### config.mk
export PLATFORM = sky130hd
export DESIGN_NAME = pet_bus_top
export DESIGN_NICKNAME = d
export VERILOG_FILES = /design/src/rtl/pet_bus_pkg.sv /design/src/rtl/cpu_addr_decode.sv /design/src/rtl/host_ram_bridge.sv /design/src/rtl/pet_bus_top.sv /design/src/rtl/ram_bus_driver.sv /design/src/rtl/slot_timer.sv
export SDC_FILE = /design/constraint.sdc
export NUM_CORES = 1
export LEC_CHECK = 0
export BUFFER_PORTS_ARGS = -buffer_cell sky130_fd_sc_hd__buf_2
export CAP_MARGIN = 20
export CORE_MARGIN = 5
export CORE_UTILIZATION = 50
export CTS_BUF_LIST = sky130_fd_sc_hd__clkbuf_8
export CTS_CLUSTER_SIZE = 8
export DETAILED_ROUTE_END_ITERATION = 10
export PLACE_DENSITY = 0.82
export SYNTH_ARGS = -nofsm -noshare
export SYNTH_HDL_FRONTEND = slang
export SYNTH_SLANG_ARGS = --single-unit
export TNS_END_PERCENT = 50
### constraint.sdc
create_clock -name sys_clock_i -period 2.5 [get_ports sys_clock_i]
set_clock_uncertainty 0.1 [all_clocks]
set_input_delay 0 -clock sys_clock_i [delete_from_list [all_inputs] [get_ports sys_clock_i]]
set_output_delay 0 -clock sys_clock_i [all_outputs]
set_load 0.05 [all_outputs]
### src/rtl/pet_bus_pkg.sv
////////////////////////////////////////
// Shared frame timing, address map and bus structs
// for the PET bus-sharing core. Modules reference
// these by scoped names.
////////////////////////////////////////

package pet_bus_pkg;

    // Bus widths
    localparam int ADDR_WIDTH = 16;
    localparam int DATA_WIDTH = 8;

    // Frame layout, CPU owns the first half
    localparam int FRAME_PHASES    = 8;
    localparam int PHASE_WIDTH     = 3;
    localparam int HOST_SLOT_START = 4;

    typedef logic [PHASE_WIDTH-1:0] phase_t;

    localparam phase_t LAST_PHASE     = phase_t'(FRAME_PHASES - 1);
    localparam phase_t CPU_LAST_PHASE = phase_t'(HOST_SLOT_START - 1);
    localparam phase_t HOST_WE_PHASE  = phase_t'(6);    // Middle of the host slot

    // Address map
    localparam logic [3:0]            VRAM_BASE     = 4'h8;     // $8000-$8FFF
    localparam logic [7:0]            IO_PAGE       = 8'hE8;    // $E800-$E8FF
    localparam logic [ADDR_WIDTH-1:0] READONLY_BASE = 16'h9000;

    // Bits 7:4 inside the I/O page
    localparam logic [3:0] PIA1_NIBBLE = 4'h1;
    localparam logic [3:0] PIA2_NIBBLE = 4'h2;
    localparam logic [3:0] VIA_NIBBLE  = 4'h4;

    typedef struct packed {
        logic [ADDR_WIDTH-1:0] addr;
        logic                  we;
    } cpu_req_t;

    typedef struct packed {
        logic ram_en;
        logic is_vram;
        logic is_readonly;
        logic io_en;
        logic pia1_en;
        logic pia2_en;
        logic via_en;
    } decode_t;

    typedef struct packed {
        logic [ADDR_WIDTH-1:0] addr;
        logic [DATA_WIDTH-1:0] data;   // Write data
        logic                  we;
    } host_req_t;

    typedef struct packed {
        logic [ADDR_WIDTH-1:0] addr;
        logic                  oe;
        logic                  we;
        logic [DATA_WIDTH-1:0] dout;
        logic                  doe;    // Drive dout onto the data bus
    } ram_ctl_t;

endpackage

### src/rtl/cpu_addr_decode.sv
////////////////////////////////////////
// CPU address decode stage. Captures the CPU
// request at the end of phase 0 and holds it
// with its region flags for phases 1 to 3.
////////////////////////////////////////

`timescale 1ns/10ps

module cpu_addr_decode (
    input  logic                  sys_clock_i,
    input  logic                  sys_reset_ni,
    input  pet_bus_pkg::phase_t   phase_i,
    input  pet_bus_pkg::cpu_req_t cpu_req_i,
    output pet_bus_pkg::cpu_req_t cpu_req_o,
    output pet_bus_pkg::decode_t  decode_o
);

    pet_bus_pkg::decode_t  decode_d;
    pet_bus_pkg::decode_t  decode_q;
    pet_bus_pkg::cpu_req_t cpu_req_q;
    logic                  latch;

    assign latch = (phase_i == '0);     // Edge that ends phase 0

    always_comb begin
        logic [7:0] page;
        logic [3:0] io_nibble;

        page      = cpu_req_i.addr[pet_bus_pkg::ADDR_WIDTH-1 -: 8];
        io_nibble = cpu_req_i.addr[7:4];

        decode_d.io_en   = (page == pet_bus_pkg::IO_PAGE);
        decode_d.ram_en  = !decode_d.io_en;
        decode_d.is_vram = (page[7:4] == pet_bus_pkg::VRAM_BASE);

        // Everything from $9000 up is ROM, apart from the I/O page
        decode_d.is_readonly = !decode_d.io_en
                            && (cpu_req_i.addr >= pet_bus_pkg::READONLY_BASE);

        decode_d.pia1_en = decode_d.io_en && (io_nibble == pet_bus_pkg::PIA1_NIBBLE);
        decode_d.pia2_en = decode_d.io_en && (io_nibble == pet_bus_pkg::PIA2_NIBBLE);
        decode_d.via_en  = decode_d.io_en && (io_nibble == pet_bus_pkg::VIA_NIBBLE);
    end

    always_ff @(posedge sys_clock_i or negedge sys_reset_ni) begin
        if (!sys_reset_ni) begin
            decode_q <= '0;
        end else if (latch) begin
            decode_q <= decode_d;
        end
    end

    // Address and direction ride along with the flags
    always_ff @(posedge sys_clock_i) begin
        if (latch) begin
            cpu_req_q <= cpu_req_i;
        end
    end

    assign cpu_req_o = cpu_req_q;
    assign decode_o  = decode_q;

    // At most one I/O chip may be selected
    assert property (@(posedge sys_clock_i) disable iff (!sys_reset_ni)
        $onehot0({decode_q.pia1_en, decode_q.pia2_en, decode_q.via_en}))
        else $error("More than one I/O chip select decoded");

endmodule

### src/rtl/host_ram_bridge.sv
////////////////////////////////////////
// Host port with a pipelined Wishbone handshake.
// Queues one RAM access and runs it in the next
// full host slot, then acknowledges it.
////////////////////////////////////////

`timescale 1ns/10ps

module host_ram_bridge (
    input  logic                                sys_clock_i,
    input  logic                                sys_reset_ni,
    input  pet_bus_pkg::phase_t                 phase_i,
    input  logic                                host_cyc_i,
    input  logic                                host_stb_i,
    input  pet_bus_pkg::host_req_t              host_req_i,
    output logic                                host_stall_o,
    output logic                                host_ack_o,
    output logic [pet_bus_pkg::DATA_WIDTH-1:0]  host_data_o,
    input  logic [pet_bus_pkg::DATA_WIDTH-1:0]  ram_data_i,
    output pet_bus_pkg::ram_ctl_t               ram_ctl_o
);

    logic                               pending_q;  // Request held, doubles as stall
    logic                               run_q;      // Request owns the current host slot
    pet_bus_pkg::host_req_t             req_q;
    logic [pet_bus_pkg::DATA_WIDTH-1:0] rdata_q;
    logic                               accept;
    logic                               ack;
    logic                               in_slot;

    assign accept  = host_cyc_i && host_stb_i && !pending_q;
    assign ack     = run_q && (phase_i == pet_bus_pkg::LAST_PHASE);
    assign in_slot = run_q && (phase_i >= pet_bus_pkg::HOST_SLOT_START);

    always_ff @(posedge sys_clock_i or negedge sys_reset_ni) begin
        if (!sys_reset_ni) begin
            pending_q <= 1'b0;
            run_q     <= 1'b0;
        end else begin
            if (accept) begin
                pending_q <= 1'b1;
            end else if (ack) begin
                pending_q <= 1'b0;
            end

            // Claim the slot on the edge into phase 4, even if accepted on that edge
            if (phase_i == pet_bus_pkg::CPU_LAST_PHASE) begin
                run_q <= pending_q || accept;
            end else if (ack) begin
                run_q <= 1'b0;
            end
        end
    end

    always_ff @(posedge sys_clock_i) begin
        if (accept) begin
            req_q <= host_req_i;
        end
        if (ack && !req_q.we) begin
            rdata_q <= ram_data_i;      // Sampled at the end of phase 7
        end
    end

    assign host_stall_o = pending_q;
    assign host_ack_o   = ack;

    // Read data shows up with ack and is then held in rdata_q
    assign host_data_o = (ack && !req_q.we) ? ram_data_i : rdata_q;

    always_comb begin
        ram_ctl_o = '0;
        if (in_slot) begin
            ram_ctl_o.addr = req_q.addr;
            ram_ctl_o.oe   = !req_q.we && (phase_i > pet_bus_pkg::HOST_SLOT_START);
            ram_ctl_o.we   = req_q.we && (phase_i == pet_bus_pkg::HOST_WE_PHASE);
            ram_ctl_o.dout = req_q.data;
            ram_ctl_o.doe  = req_q.we;     // Whole slot, covers the WE pulse
        end
    end

    // Host must stay off the RAM pins while the CPU owns the bus
    assert property (@(posedge sys_clock_i) disable iff (!sys_reset_ni)
        (phase_i <= pet_bus_pkg::CPU_LAST_PHASE) |-> (ram_ctl_o == '0))
        else $error("Host RAM control active in the CPU slot");

endmodule

### src/rtl/pet_bus_top.sv
////////////////////////////////////////
// Top of the PET bus-sharing core. Wires the
// timebase, CPU decode, host bridge and the
// RAM pin driver together.
////////////////////////////////////////

`timescale 1ns/10ps

module pet_bus_top (
    input  logic                                sys_clock_i,
    input  logic                                sys_reset_ni,

    // CPU
    input  logic [pet_bus_pkg::ADDR_WIDTH-1:0]  cpu_addr_i,
    input  logic                                cpu_we_i,
    input  logic [pet_bus_pkg::DATA_WIDTH-1:0]  cpu_data_i,
    output logic [pet_bus_pkg::DATA_WIDTH-1:0]  cpu_data_o,
    output logic                                cpu_data_oe_o,
    output logic                                cpu_be_o,
    output logic                                cpu_clock_o,

    // RAM and I/O pins
    output logic [pet_bus_pkg::ADDR_WIDTH-1:0]  ram_addr_o,
    output logic                                ram_oe_o,
    output logic                                ram_we_o,
    output logic                                io_oe_o,
    output logic                                pia1_cs_o,
    output logic                                pia2_cs_o,
    output logic                                via_cs_o,

    // Host port
    input  logic                                host_cyc_i,
    input  logic                                host_stb_i,
    input  pet_bus_pkg::host_req_t              host_req_i,
    output logic                                host_stall_o,
    output logic                                host_ack_o,
    output logic [pet_bus_pkg::DATA_WIDTH-1:0]  host_data_o,

    // Video config
    input  logic [1:0]                          vram_mask_i,
    input  logic                                col_80_mode_i
);

    pet_bus_pkg::phase_t   phase;
    pet_bus_pkg::cpu_req_t cpu_req;
    pet_bus_pkg::cpu_req_t cpu_req_q;   // Held through phases 1 to 3
    pet_bus_pkg::decode_t  decode;
    pet_bus_pkg::ram_ctl_t host_ctl;

    assign cpu_req = '{addr: cpu_addr_i, we: cpu_we_i};

    slot_timer u_slot_timer (
        .sys_clock_i (sys_clock_i),
        .sys_reset_ni(sys_reset_ni),
        .phase_o     (phase),
        .cpu_be_o    (cpu_be_o),
        .cpu_clock_o (cpu_clock_o)
    );

    cpu_addr_decode u_cpu_addr_decode (
        .sys_clock_i (sys_clock_i),
        .sys_reset_ni(sys_reset_ni),
        .phase_i     (phase),
        .cpu_req_i   (cpu_req),
        .cpu_req_o   (cpu_req_q),
        .decode_o    (decode)
    );

    host_ram_bridge u_host_ram_bridge (
        .sys_clock_i (sys_clock_i),
        .sys_reset_ni(sys_reset_ni),
        .phase_i     (phase),
        .host_cyc_i  (host_cyc_i),
        .host_stb_i  (host_stb_i),
        .host_req_i  (host_req_i),
        .host_stall_o(host_stall_o),
        .host_ack_o  (host_ack_o),
        .host_data_o (host_data_o),
        .ram_data_i  (cpu_data_i),      // RAM shares the CPU data bus
        .ram_ctl_o   (host_ctl)
    );

    ram_bus_driver u_ram_bus_driver (
        .phase_i      (phase),
        .cpu_be_i     (cpu_be_o),
        .cpu_clock_i  (cpu_clock_o),
        .cpu_req_i    (cpu_req_q),
        .decode_i     (decode),
        .host_ctl_i   (host_ctl),
        .vram_mask_i  (vram_mask_i),
        .col_80_mode_i(col_80_mode_i),
        .ram_addr_o   (ram_addr_o),
        .ram_oe_o     (ram_oe_o),
        .ram_we_o     (ram_we_o),
        .cpu_data_o   (cpu_data_o),
        .cpu_data_oe_o(cpu_data_oe_o),
        .io_oe_o      (io_oe_o),
        .pia1_cs_o    (pia1_cs_o),
        .pia2_cs_o    (pia2_cs_o),
        .via_cs_o     (via_cs_o)
    );

endmodule

### src/rtl/ram_bus_driver.sv
////////////////////////////////////////
// Drives the RAM and I/O pins. The CPU decode
// owns them in phases 1 to 3, the host bridge
// in the host slot.
////////////////////////////////////////

`timescale 1ns/10ps

module ram_bus_driver (
    input  pet_bus_pkg::phase_t                 phase_i,
    input  logic                                cpu_be_i,
    input  logic                                cpu_clock_i,
    input  pet_bus_pkg::cpu_req_t               cpu_req_i,
    input  pet_bus_pkg::decode_t                decode_i,
    input  pet_bus_pkg::ram_ctl_t               host_ctl_i,
    input  logic [1:0]                          vram_mask_i,
    input  logic                                col_80_mode_i,
    output logic [pet_bus_pkg::ADDR_WIDTH-1:0]  ram_addr_o,
    output logic                                ram_oe_o,
    output logic                                ram_we_o,
    output logic [pet_bus_pkg::DATA_WIDTH-1:0]  cpu_data_o,
    output logic                                cpu_data_oe_o,
    output logic                                io_oe_o,
    output logic                                pia1_cs_o,
    output logic                                pia2_cs_o,
    output logic                                via_cs_o
);

    logic                               cpu_valid;  // Decode holds the current access
    logic                               cpu_wr_strobe;
    logic                               a10_keep;
    logic                               a11_keep;
    logic [pet_bus_pkg::ADDR_WIDTH-1:0] cpu_addr;

    assign cpu_valid     = cpu_be_i && (phase_i != '0);
    assign cpu_wr_strobe = cpu_valid && cpu_clock_i
                        && (phase_i == pet_bus_pkg::CPU_LAST_PHASE);

    // Video RAM wrap, 80 column mode always keeps A10
    assign a10_keep = !decode_i.is_vram || vram_mask_i[0] || col_80_mode_i;
    assign a11_keep = !decode_i.is_vram || vram_mask_i[1];

    always_comb begin
        cpu_addr     = cpu_req_i.addr;
        cpu_addr[10] = cpu_req_i.addr[10] && a10_keep;
        cpu_addr[11] = cpu_req_i.addr[11] && a11_keep;
    end

    assign ram_addr_o = cpu_be_i ? cpu_addr : host_ctl_i.addr;

    assign ram_oe_o = (cpu_valid && !cpu_req_i.we && decode_i.ram_en) || host_ctl_i.oe;

    // ROM writes are dropped
    assign ram_we_o = (cpu_wr_strobe && cpu_req_i.we && decode_i.ram_en
                       && !decode_i.is_readonly)
                   || host_ctl_i.we;

    assign cpu_data_o    = host_ctl_i.dout;
    assign cpu_data_oe_o = host_ctl_i.doe;

    assign io_oe_o   = cpu_valid && decode_i.io_en;
    assign pia1_cs_o = cpu_valid && decode_i.pia1_en;
    assign pia2_cs_o = cpu_valid && decode_i.pia2_en;
    assign via_cs_o  = cpu_valid && decode_i.via_en;

    // Bus contention between I/O chips and RAM, fed by both the decode and host side
    always_comb begin
        assert final (!io_oe_o || (!ram_oe_o && !ram_we_o))
            else $error("I/O and RAM strobes active together");
        assert final (!io_oe_o || cpu_be_i)
            else $error("I/O active outside the CPU slot");
    end

endmodule

### src/rtl/slot_timer.sv
////////////////////////////////////////
// Frame timebase. Counts the eight phases
// of the bus frame and derives the CPU bus
// enable and CPU clock from them.
////////////////////////////////////////

`timescale 1ns/10ps

module slot_timer (
    input  logic                sys_clock_i,
    input  logic                sys_reset_ni,
    output pet_bus_pkg::phase_t phase_o,
    output logic                cpu_be_o,
    output logic                cpu_clock_o
);

    pet_bus_pkg::phase_t phase_q;

    // Phase 0 is held through reset and is the first phase after release
    always_ff @(posedge sys_clock_i or negedge sys_reset_ni) begin
        if (!sys_reset_ni) begin
            phase_q <= '0;
        end else if (phase_q == pet_bus_pkg::LAST_PHASE) begin
            phase_q <= '0;
        end else begin
            phase_q <= phase_q + 1'b1;
        end
    end

    assign phase_o = phase_q;

    // CPU owns the bus until the host slot starts
    assign cpu_be_o = (phase_q < pet_bus_pkg::HOST_SLOT_START);

    // CPU clock high for the second half of the CPU slot
    assign cpu_clock_o = cpu_be_o && (phase_q >= (pet_bus_pkg::HOST_SLOT_START / 2));

endmodule

## Word-level counts from Yosys, hierarchy flattened

Cells that the tools add are included.
W data, S select, Z words.

| word-level totals | value |
|---|---|
| bits in registers | 62 |
| output and inout bits | 43 |
| logic and storage cells | 79 |

| cells by class | value |
|---|---|
| add/subtract/negate cells | 1 |
| magnitude comparators | 5 |
| eq/ne operators | 8 |
| muxes and demuxes | 7 |
| reduce and logical (&&, ||, !) cells | 42 |

Operators with widths:

| kind | number |
|---|---|
| $mux W27 | 1 |
| $logic_and A1 B1 Y1 | 26 |
| $ge A16 B16 Y1 const B | 1 |
| $mux W16 | 1 |
| $eq A8 B8 Y1 const B | 1 |
| $mux W8 | 1 |
| $eq A3 B3 Y1 const B | 2 |
| $logic_not A1 Y1 | 6 |
| $logic_or A1 B1 Y1 | 6 |
| $eq A4 B1 Y1 const B | 1 |
| $eq A4 B2 Y1 const B | 1 |
| $eq A4 B3 Y1 const B | 1 |
| $eq A4 B4 Y1 const B | 1 |
| $reduce_bool A2 Y1 | 2 |
| $add A3 B1 Y3 const B | 1 |
| $eq A3 B2 Y1 const B | 1 |
| $ge A3 B2 Y1 const B | 1 |
| $ge A3 B3 Y1 const B | 1 |
| $gt A3 B3 Y1 const B | 1 |
| $logic_not A3 Y1 | 1 |
| $lt A3 B3 Y1 const B | 1 |
| $mux W1 | 3 |
| $mux W3 | 1 |
| $reduce_bool A3 Y1 | 1 |

## Longest topological paths before layout

Gate-level depths: netlist (run 1).

| depth | value |
|---|---|
| word-level depth | 8 |
| depth in mapped cells | 7 |
| gate-level depth less buffers | 6 |

## Hierarchy

Synthesis (run 1) repeated with hierarchy kept, for this count alone.

| unflattened totals | value |
|---|---|
| cell total of the unflattened synthesis | 189 |
| area total of the unflattened synthesis | 2670.1 µm² |

Modules (own cells, without submodules):

| module | instances | cells an instance | area an instance (µm²) | sequential area each (µm²) |
|---|---|---|---|---|
| host_ram_bridge | 1 | 86 | 1323.8 | 960.9 |
| cpu_addr_decode | 1 | 49 | 857.1 | 685.7 |
| ram_bus_driver | 1 | 45 | 369.1 | 0.0 |
| slot_timer | 1 | 9 | 120.1 | 75.1 |

## Worst setup path after synthesis (run 1)

No wires, ideal clock.

| path | value |
|---|---|
| kind | reg2reg |
| from | reg u_host_ram_bridge.pending_q, in the netlist u_host_ram_bridge.host_stall_o |
| to | reg u_host_ram_bridge.req_q[0] (netlist bit) (enable) |
| setup time | 0.407 ns |
| data arrival time | 1.740 ns |
| path slack | 0.253 ns |
| cell stages (with the launch flop) | 2 |
| path buffers | 0 |
| period minus slack after synthesis | 2.247 ns |
| cell sequence | dfrtp_1 nor2_1 |

| between the ends | value |
|---|---|
| word-level cells in the longest chain between the ends | 2 |

RTL lines:

| item | line | source |
|---|---|---|
| from (decl) | host_ram_bridge.sv:23 | `logic pending_q;` |
| from (signal assigned) | host_ram_bridge.sv:37 | `pending_q <= 1'b0;` |
| from (signal assigned) | host_ram_bridge.sv:41 | `pending_q <= 1'b1;` |
| from (signal assigned) | host_ram_bridge.sv:43 | `pending_q <= 1'b0;` |
| $logic_not A1 Y1 | host_ram_bridge.sv:31 | `assign accept = host_cyc_i && host_stb_i && !pending_q;` |
| $logic_and A1 B1 Y1 | host_ram_bridge.sv:31 |  |
| via u_host_ram_bridge.accept | host_ram_bridge.sv:27 | `logic accept;` |
| to (signal assigned) | host_ram_bridge.sv:57 | `req_q <= host_req_i;` |
| to (decl) | host_ram_bridge.sv:25 | `pet_bus_pkg::host_req_t req_q;` |

The timed path passes the listed nets, and every way through them passes these cells.
A chain may end at the register's enable or synchronous reset.

## Worst setup path in the final report (run 1)

| path | value |
|---|---|
| from | reg u_slot_timer.phase_q[1], in the netlist u_slot_timer.phase_o[1] |
| to | out host_data_o[0] (netlist bit) |

| between the ends | value |
|---|---|
| word-level cells in the longest chain between the ends | 4 |

RTL lines:

| item | line | source |
|---|---|---|
| from (decl) | slot_timer.sv:17 | `pet_bus_pkg::phase_t phase_q;` |
| from (signal assigned) | slot_timer.sv:26 | `phase_q <= phase_q + 1'b1;` |
| $eq A3 B3 Y1 | host_ram_bridge.sv:32 | `assign ack = run_q && (phase_i == pet_bus_pkg::LAST_PHASE);` |
| $logic_and A1 B1 Y1 | host_ram_bridge.sv:32 |  |
| $logic_and A1 B1 Y1 | host_ram_bridge.sv:68 | `assign host_data_o = (ack && !req_q.we) ? ram_data_i : rdata_q;` |
| $mux W8 | host_ram_bridge.sv:68 |  |
| to (decl) | pet_bus_top.sv:37 | `output logic [pet_bus_pkg::DATA_WIDTH-1:0] host_data_o,` |

No other way between the ends.

==> results of run 1 <==
[flip-flops by register name, summed over array words and instances, names as in the netlist]
register                        cells
u_host_ram_bridge.host_stall_o      1
u_slot_timer.phase_o                3
u_host_ram_bridge.req_q            25
u_host_ram_bridge.rdata_q           8
u_cpu_addr_decode.cpu_req_o        17
u_host_ram_bridge.run_q             1
u_cpu_addr_decode.decode_o          7
[Yosys cell counts]
cell type	count	area, um2
dfxtp_1	8	160
or3_1	1	6.26
nand2b_4	1	13.8
nand4_2	1	12.5
nand2b_2	1	8.76
and2_4	1	8.76
a22o_1	1	8.76
buf_6	1	11.3
nand2b_1	1	6.26
ha_1	5	62.6
a21oi_1	3	15.0
buf_2	1	5.00
mux2_4	8	120
mux2_2	1	11.3
clkbuf_1	4	15.0
nand2_1	11	41.3
mux2i_1	1	10.0
nor4b_2	1	15.0
inv_2	1	3.75
o211ai_1	1	7.51
o22ai_1	2	12.5
inv_1	20	75.1
dfrtp_1	12	300
and2_1	5	31.3
o31ai_1	4	30.0
edfxtp_1	42	1260
and3_1	10	62.6
o21ai_0	18	90.1
a32o_1	1	10.0
buf_4	1	7.51
nor2b_1	2	12.5
nor2_1	9	33.8
nand3_1	16	80.1
buf_1	2	7.51
[path summary, 6_finish.rpt]
path	slack (ns)	start	cells past startpoint	end
min reg2reg	0.38	u_host_ram_bridge.rdata_q[7]	1	u_host_ram_bridge.rdata_q[7]
max	0.24	u_slot_timer.phase_o[1]	6	host_data_o[0]
min	0.28	host_req_i[20]	2	u_host_ram_bridge.req_q[20]
min in group asynchronous	0.64	sys_reset_ni	3	u_cpu_addr_decode.decode_o[4]
max in group asynchronous	1.27	sys_reset_ni	3	u_cpu_addr_decode.decode_o[0]
max reg2reg	0.67	u_slot_timer.phase_o[1]	5	u_host_ram_bridge.rdata_q[1]
[repair_timing]
action | 4_1_cts | 5_1_grt
buffers inserted | 0 | 0
endpoints found under the hold margin | 71 | 0
hold buffers | 55 | 0
[per-stage QoR]
stage	hold WS, ns	cell area, um2	std cells	setup WS [ns]
3_5_place_dp	-0.202	3120	360	0.594
5_1_grt	0.275	3860	431	0.137
6_report	0.279	3860	431	0.241
2_1_floorplan	-0.396	2560	197	0.253
3_3_place_gp	-0.208	3120	360	0.670
4_1_cts	0.264	3860	431	0.247
[kinds of logic (layout without fill, tap and decap cells)]
group / Yosys count / after routing / share of synthesized area
flops: 62 / 62 / 0.673
simple gates: 60 / 60 / 0.130
compound gates: 30 / 30 / 0.0680
buf+inv: 30 / 194 / 0.0489
mux: 10 / 10 / 0.0553
fa+ha+maj: 5 / 5 / 0.0245
[final cells by class]
type | instances | area, um2
Tap cell | 70 | 87.6
Clock inverter | 6 | 55.1
Inverter | 21 | 78.8
Fill cell | 303 | 1180
Clock buffer | 10 | 138
Sequential cell | 62 | 1720
Timing Repair Buffer | 157 | 1070
Multi-Input combinational cell | 105 | 713
[power breakdown]
part           total (mW)  switching [mW]  internal (mW)
Combinational       0.352           0.209          0.143
Sequential           1.18          0.0202           1.16
Clock               0.847           0.370          0.477
[per-layer routing]
metal	vias to the layer above	global-route usage	routed length, um	part of all wire
li1	1014	-	-	-
met1	1017	0.247	2590	0.35
met2	113	0.428	4110	0.55
met3	33	0.0450	400	0.053
met4	0	0.157	406	0.054
met5	-	0	0	0
==> flow_summary.ini, run 1 <==
[power_and_ir_drop]
ir_worst_vdd_mv = 0.483
powerDensity_nw_per_um2 = 615
leakagePower_nw = 1.79
total_power_mw = 2.38

[sta]
tightest_slew_ns = 0.562
setup_viol = 0
rsz0062_at_grt = false
slew_headroom = 0.624
fin_crit_sh = 0.903
hold_viol = 0
final.min_clock_period_ns = 2.26
fmax_mhz = 443
drv_slew = 0
fin_tns_setup_ns = 0

[clocking]
clockRootBuffer = clkbuf_8
post_cts_resize_count = 0
cts_buffer_depth = 2
cts-buffers-inserted = 9
ctsHtreeMaxLevel = 3
clk_latency_ns = 0.32
tritoncts = built
path_clk_slew_ns = 0.07
clock_sinks = 62

[yosys]
synth_cells = 197
ys_ff_latch = 62
syn_avg_cell_area_um2 = 13.0
synth_area_um2 = 2560
synth.distinct_cells = 34
syn_nets = 259
ys_seq_area_frac = 0.673
yosysWarnings = 0

[drt]
postRouteAntennaNets = 0
drtIter0Drc = 138
viasPerCell = 5.05
dr.pass1.iters = 4
routedWlPerCell_um = 17.4
wl_mm = 7.50
drc = 0
vias = 2177

[floorplanning]
die_w_um = 81.5
coreArea_um2 = 5040
pin_count = 100
die_h_um = 81.5
die_area_um2 = 6650
start_util = 0.507
rows = 26

[min_path]
min_path_type = input port to flip-flop

[placement]
post-dp-hpwl_mm = 4.21
gp_congestion = 0.732
portBuffers = 99

[global_route]
antenna_found_initial = 0
grt_pass1_wl_mm = 11.5
grt_max_degree = 37
gr-total-overflow = 0
grt_use_total = 0.236
grt_pass1_vias = 2357

[worst_setup_path]
critPathMostFrequentCell = ha_1
worstSetupPathType = flip-flop to output port
crit_chain = ha_1 > ha_1 > and2_4 > nand2b_2 > mux2_4 > buf_2
path_delay_family = adder cells
required_ns = 2.40
crit_path_max_incr_delay_ns = 0.43
critPathArrivalTime_ns = 2.16
critPathBufInv = 1
critPathLaunchType = flip-flop
critPathCaptureType = output port
crit_fanout = 8
cp_slowest_cell = dfrtp_1

[layout]
area.growth.synth_to_final_pct = 51.0
diodes = 0
layout.nets = 418
final_cell_mix = buf_2, dlygate4sd3_1, edfxtp_1
final_common_cell = buf_2
layout-drive-gt1-share = 0.363
fin_util = 0.766

[status]
status = finished, final reports clean

[job]
drv_cap = 0
Power figures use the tool's default switching activity.
==> run 2, diff against run 1 <==
--- a/config.mk
+++ b/config.mk
@@ -13,6 +13,7 @@
 export CTS_CLUSTER_SIZE = 8
 export DETAILED_ROUTE_END_ITERATION = 10
 export PLACE_DENSITY = 0.82
+export RECOVER_POWER = 100
 export SYNTH_ARGS = -nofsm -noshare
 export SYNTH_HDL_FRONTEND = slang
 export SYNTH_SLANG_ARGS = --single-unit
==> flow_summary.ini, run 2 (synthesis gave the netlist of run 1 again) <==
[drt]
viasPerCell = 4.99
postRouteAntennaNets = 0
vias = 2149
dr.pass1.iters = 4
drtIter0Drc = 126
drc = 0
routedWlPerCell_um = 17.2
wl_mm = 7.43

[sta]
tightest_slew_ns = 0.812
fin_tns_setup_ns = 0
fmax_mhz = 440
slew_headroom = 0.458
final.min_clock_period_ns = 2.27
fin_crit_sh = 0.910
drv_slew = 0
hold_viol = 0
setup_viol = 0
rsz0062_at_grt = false

[floorplanning]
rows = 26
die_area_um2 = 6650
die_h_um = 81.5
coreArea_um2 = 5040
start_util = 0.507
die_w_um = 81.5
pin_count = 100

[layout]
layout.nets = 418
stdcell_count = 431
final_common_cell = dlygate4sd3_1
area.growth.synth_to_final_pct = 47.7
final_cell_mix = dlygate4sd3_1, edfxtp_1, buf_2
nFillCells = 334
largest_reg_flops = 25
top_register = u_host_ram_bridge.req_q
diodes = 0
layout-drive-gt1-share = 0.252

[job]
drv_cap = 0

[clocking]
cts-buffers-inserted = 9
cts_buffer_depth = 2
post_cts_resize_count = 0
clockRootBuffer = clkbuf_8
clk_latency_ns = 0.32
ctsHtreeMaxLevel = 3
clock_sinks = 62
tritoncts = built
path_clk_slew_ns = 0.07

[worst_setup_path]
path_delay_family = adder cells
crit_fanout = 8
critPathCaptureType = output port
cp_slowest_cell = dfrtp_1
reg2reg_slack_ns = 0.32
crit_path_max_incr_delay_ns = 0.42
required_ns = 2.40
critPathArrivalTime_ns = 2.17
critPathBufInv = 1
crit_start = u_slot_timer.phase_o[1]
critPathMostFrequentCell = ha_1
r2r_start = u_slot_timer.phase_o[0]
crit_chain = ha_1 > ha_1 > and2_4 > nand2b_2 > mux2_1 > clkbuf_2
critPathLaunchType = flip-flop
worstSetupPathType = flip-flop to output port

[global_route]
antenna_found_initial = 0
gr-total-overflow = 0
grt_use_total = 0.236
grt_pass1_wl_mm = 11.5
grt_max_degree = 37
grt_pass1_vias = 2357

[min_path]
worstHoldStart = host_req_i[20]
min_path_type = input port to flip-flop

[power_and_ir_drop]
powerDensity_nw_per_um2 = 622
ir_worst_vdd_mv = 0.472
leakagePower_nw = 1.65

[status]
status = finished, final reports clean

[placement]
placed_cells = 360
gp_congestion = 0.732
post-dp-hpwl_mm = 4.21
portBuffers = 99
[run 2: cell type report]
cell class,count,area (um2),share of cell area
Inverter,21,78.8,0.0209
Clock buffer,10,138,0.0364
Multi-Input combinational cell,105,671,0.177
Timing Repair Buffer,157,1030,0.272
Sequential cell,62,1720,0.456
Tap cell,70,87.6,0.0232
Clock inverter,6,55.1,0.0146
[run 2: what timing repair did]
item / 4_1_cts / 5_1_grt
buffers inserted: 0 / 0
endpoints found under the hold margin: 71 / 0
hold buffers: 55 / 0
[run 2: path summary, 6_finish.rpt]
kind	to	cells after the start
max	host_data_o[0]	6
min	u_host_ram_bridge.req_q[20]	2
max reg2reg	u_cpu_addr_decode.decode_o[1]	6
min reg2reg	u_host_ram_bridge.rdata_q[7]	1
max in group asynchronous	u_slot_timer.phase_o[0]	3
min in group asynchronous	u_cpu_addr_decode.decode_o[4]	3
[run 2: worst register-to-register path: cells and delay by family (launching register included)]
kind	cells	cell delay, ns
AND/OR/NAND/NOR	2	0.38
flip-flops	1	0.41
AO/OA/AOI/OAI	1	0.27
adder cells (fa/ha/maj)	1	0.19
buffers and inverters	2	0.74
[run 2: where the power goes]
group | switching (mW) | total (mW) | internal, mW
Clock | 0.364 | 0.841 | 0.477
Sequential | 0.0195 | 1.18 | 1.16
Combinational | 0.209 | 0.334 | 0.125
[run 2: metal layers]
| metal | track usage | share of wire | vias up |
|---|---|---|---|
| li1 | - | - | 1012 |
| met1 | 0.247 | 0.35 | 998 |
| met2 | 0.428 | 0.54 | 104 |
| met3 | 0.0450 | 0.055 | 35 |
| met4 | 0.157 | 0.057 | 0 |
| met5 | 0 | 0 | - |
[run 2: through the flow]
stage | cell area, um2 | hold slack [ns] | power [mW] | utilization | setup WS, ns
global route | 3780 | 0.275 | 2.43 | 0.749 | 0.0745
finish | 3780 | 0.282 | 2.35 | 0.749 | 0.226
global placement | 3120 | -0.208 | 1.46 | 0.619 | 0.670
CTS | 3860 | 0.264 | 2.37 | 0.766 | 0.247
detailed placement | 3120 | -0.202 | 1.47 | 0.619 | 0.594
floorplan | 2560 | -0.396 | 1.37 | - | 0.253
==> run 3, diff against run 2 <==
--- a/config.mk
+++ b/config.mk
@@ -5,6 +5,7 @@
 export SDC_FILE = /design/constraint.sdc
 export NUM_CORES = 1
 export LEC_CHECK = 0
+export ABC_AREA = 1
 export BUFFER_PORTS_ARGS = -buffer_cell sky130_fd_sc_hd__buf_2
 export CAP_MARGIN = 20
 export CORE_MARGIN = 5
==> flow_summary.ini, run 3 <==
[yosys]
synth_top_area_frac = 0.496
synth_cells = 219
synth_area_um2 = 2540
synthTopCellsByCount = edfxtp_1, nand2_1, inv_1
ys_seq_area_frac = 0.677
yosysWarnings = 0
synthFlopType = edfxtp_1
synth.distinct_cells = 24
syn_nets = 281
synth_edf_count = 42
yosysMostFrequentCell = edfxtp_1
ys_top_cells_by_area = edfxtp_1, dfrtp_1, dfxtp_1, nand2_1, a22o_1
ys_ff_latch = 62
syn_avg_cell_area_um2 = 11.6
async_flop_share = 0.194
yosys.area.top_type = edfxtp_1

[sta]
drv_slew = 0
hold_viol = 0
fin_tns_setup_ns = 0
final.min_clock_period_ns = 2.29
setup_viol = 0
fmax_mhz = 436
rsz0062_at_grt = false
slew_headroom = 0.490
fin_crit_sh = 0.918
tightest_slew_ns = 0.762

[status]
status = finished, final reports clean

[power_and_ir_drop]
powerDensity_nw_per_um2 = 707
ir_worst_vdd_mv = 0.502
leakagePower_nw = 1.68

[floorplanning]
die_w_um = 81.3
die_h_um = 81.3
die_area_um2 = 6610
start_util = 0.507
pin_count = 100
rows = 26
coreArea_um2 = 5010

[worst_setup_path]
crit_fanout = 11
worstSetupPathType = flip-flop to output port
crit_chain = ha_1 > ha_1 > nand2_1 > inv_1 > nand2_2 > nand2_1 > nand2_1 > clkbuf_2
cp_slowest_cell = dfrtp_1
required_ns = 2.40
critPathCaptureType = output port
crit_path_max_incr_delay_ns = 0.45
critPathMostFrequentCell = nand2_1
critPathArrivalTime_ns = 2.19
critPathLaunchType = flip-flop

[drt]
routedWlPerCell_um = 15.9
wl_mm = 7.25
postRouteAntennaNets = 0
drc = 0
dr.pass1.iters = 4
drtIter0Drc = 151
viasPerCell = 4.83
vias = 2206

[layout]
final_cell_mix = dlygate4sd3_1, clkbuf_1, buf_2, edfxtp_1, nand2_1
nFillCells = 378
final_common_cell = dlygate4sd3_1
diodes = 0
stdcell_count = 457
top_register = u_host_ram_bridge.req_q
area.growth.synth_to_final_pct = 48.3
layout.nets = 444
layout-drive-gt1-share = 0.196
largest_reg_flops = 25

[min_path]
min_path_type = input port to flip-flop

[global_route]
gr-total-overflow = 0
antenna_found_initial = 0
grt_pass1_wl_mm = 10.8
grt_use_total = 0.228
grt_pass1_vias = 2263
grt_max_degree = 26

[placement]
placed_cells = 386
post-dp-hpwl_mm = 4.34
gp_congestion = 0.791
portBuffers = 99

[clocking]
clk_latency_ns = 0.33
clock_sinks = 62
cts_buffer_depth = 2
tritoncts = built
cts-buffers-inserted = 9
path_clk_slew_ns = 0.07
ctsHtreeMaxLevel = 3
clockRootBuffer = clkbuf_8
postCtsSetupRepairBufs = 0

[job]
drv_cap = 0
[run 3: cell types whose count changed after synthesis, moves of 4 or more]
cell | previous run | this run
o21ai_0 | 18 | 7
and2_1 | 5 | 0
clkbuf_1 | 4 | 0
a22o_1 | 1 | 14
o31ai_1 | 4 | 0
mux2_4 | 8 | 0
nor2_1 | 9 | 26
and3_1 | 10 | 0
nand2_1 | 11 | 41
inv_1 | 20 | 31
[run 3: cells by family after synthesis]
group                    synth area share
buffers and inverters              0.0714
AND/OR/NAND/NOR                     0.145
AO/OA/AOI/OAI                      0.0817
adder cells (fa/ha/maj)            0.0246
flip-flops                          0.677
[run 3: final cells by class]
class / instances / area [um2] / area share
Tap cell: 70 / 87.6 / 0.0232
Multi-Input combinational cell: 119 / 642 / 0.170
Timing Repair Buffer: 157 / 1000 / 0.265
Clock inverter: 7 / 66.3 / 0.0176
Sequential cell: 62 / 1720 / 0.457
Clock buffer: 9 / 124 / 0.0329
Inverter: 33 / 129 / 0.0342
[run 3: metrics by stage]
stage	total power [mW]	util	hold WS, ns	area [um2]	worst slack (ns)
CTS	2.66	0.766	0.268	3840	0.220
global placement	1.75	0.618	-0.205	3100	0.718
detailed placement	1.77	0.618	-0.202	3100	0.572
finish	2.67	0.752	0.278	3770	0.205
global route	2.76	0.752	0.267	3770	0.0393
floorplan	1.61	-	-0.396	2540	0.508
[run 3: repair_timing]
| item | 4_1_cts | 5_1_grt |
|---|---|---|
| endpoints found under the hold margin | 71 | 0 |
| endpoints found under the setup margin | 0 | 5 |
| hold buffers | 55 | 0 |
| resized for setup | 0 | 1 |
[run 3: final timing paths]
check / startpoint / end / slack (ns) / cells after the start
worst max-delay path: u_slot_timer.phase_o[1] / host_data_o[2] / 0.21 / 8
worst max register to register: u_slot_timer.phase_o[0] / u_cpu_addr_decode.cpu_req_o[13] / 0.30 / 5
min in group asynchronous: sys_reset_ni / u_slot_timer.phase_o[2] / 0.66 / 3
worst min register to register: u_host_ram_bridge.rdata_q[6] / u_host_ram_bridge.rdata_q[6] / 0.35 / 2
max in group asynchronous: sys_reset_ni / u_host_ram_bridge.host_stall_o / 1.28 / 3
worst min-delay path: host_req_i[12] / u_host_ram_bridge.req_q[12] / 0.28 / 2
[run 3: where the power goes]
part	switching, mW	internal [mW]
registers	0.0463	1.22
clock network	0.387	0.453
logic	0.391	0.165
total	0.825	1.84
[run 3: per-layer routing]
layer	vias up	track usage	part of all wire
li1	1062	-	-
met1	1018	0.240	0.37
met2	102	0.420	0.54
met3	24	0.0432	0.058
met4	0	0.127	0.036
met5	-	0	0
[run 3: worst max-delay path, delay by kind of cell, from the launching register on]
kind	cells	cell delay [ns]
buf+inv	2	0.51
simple gates	4	0.48
flops	1	0.45
fa+ha+maj	2	0.43
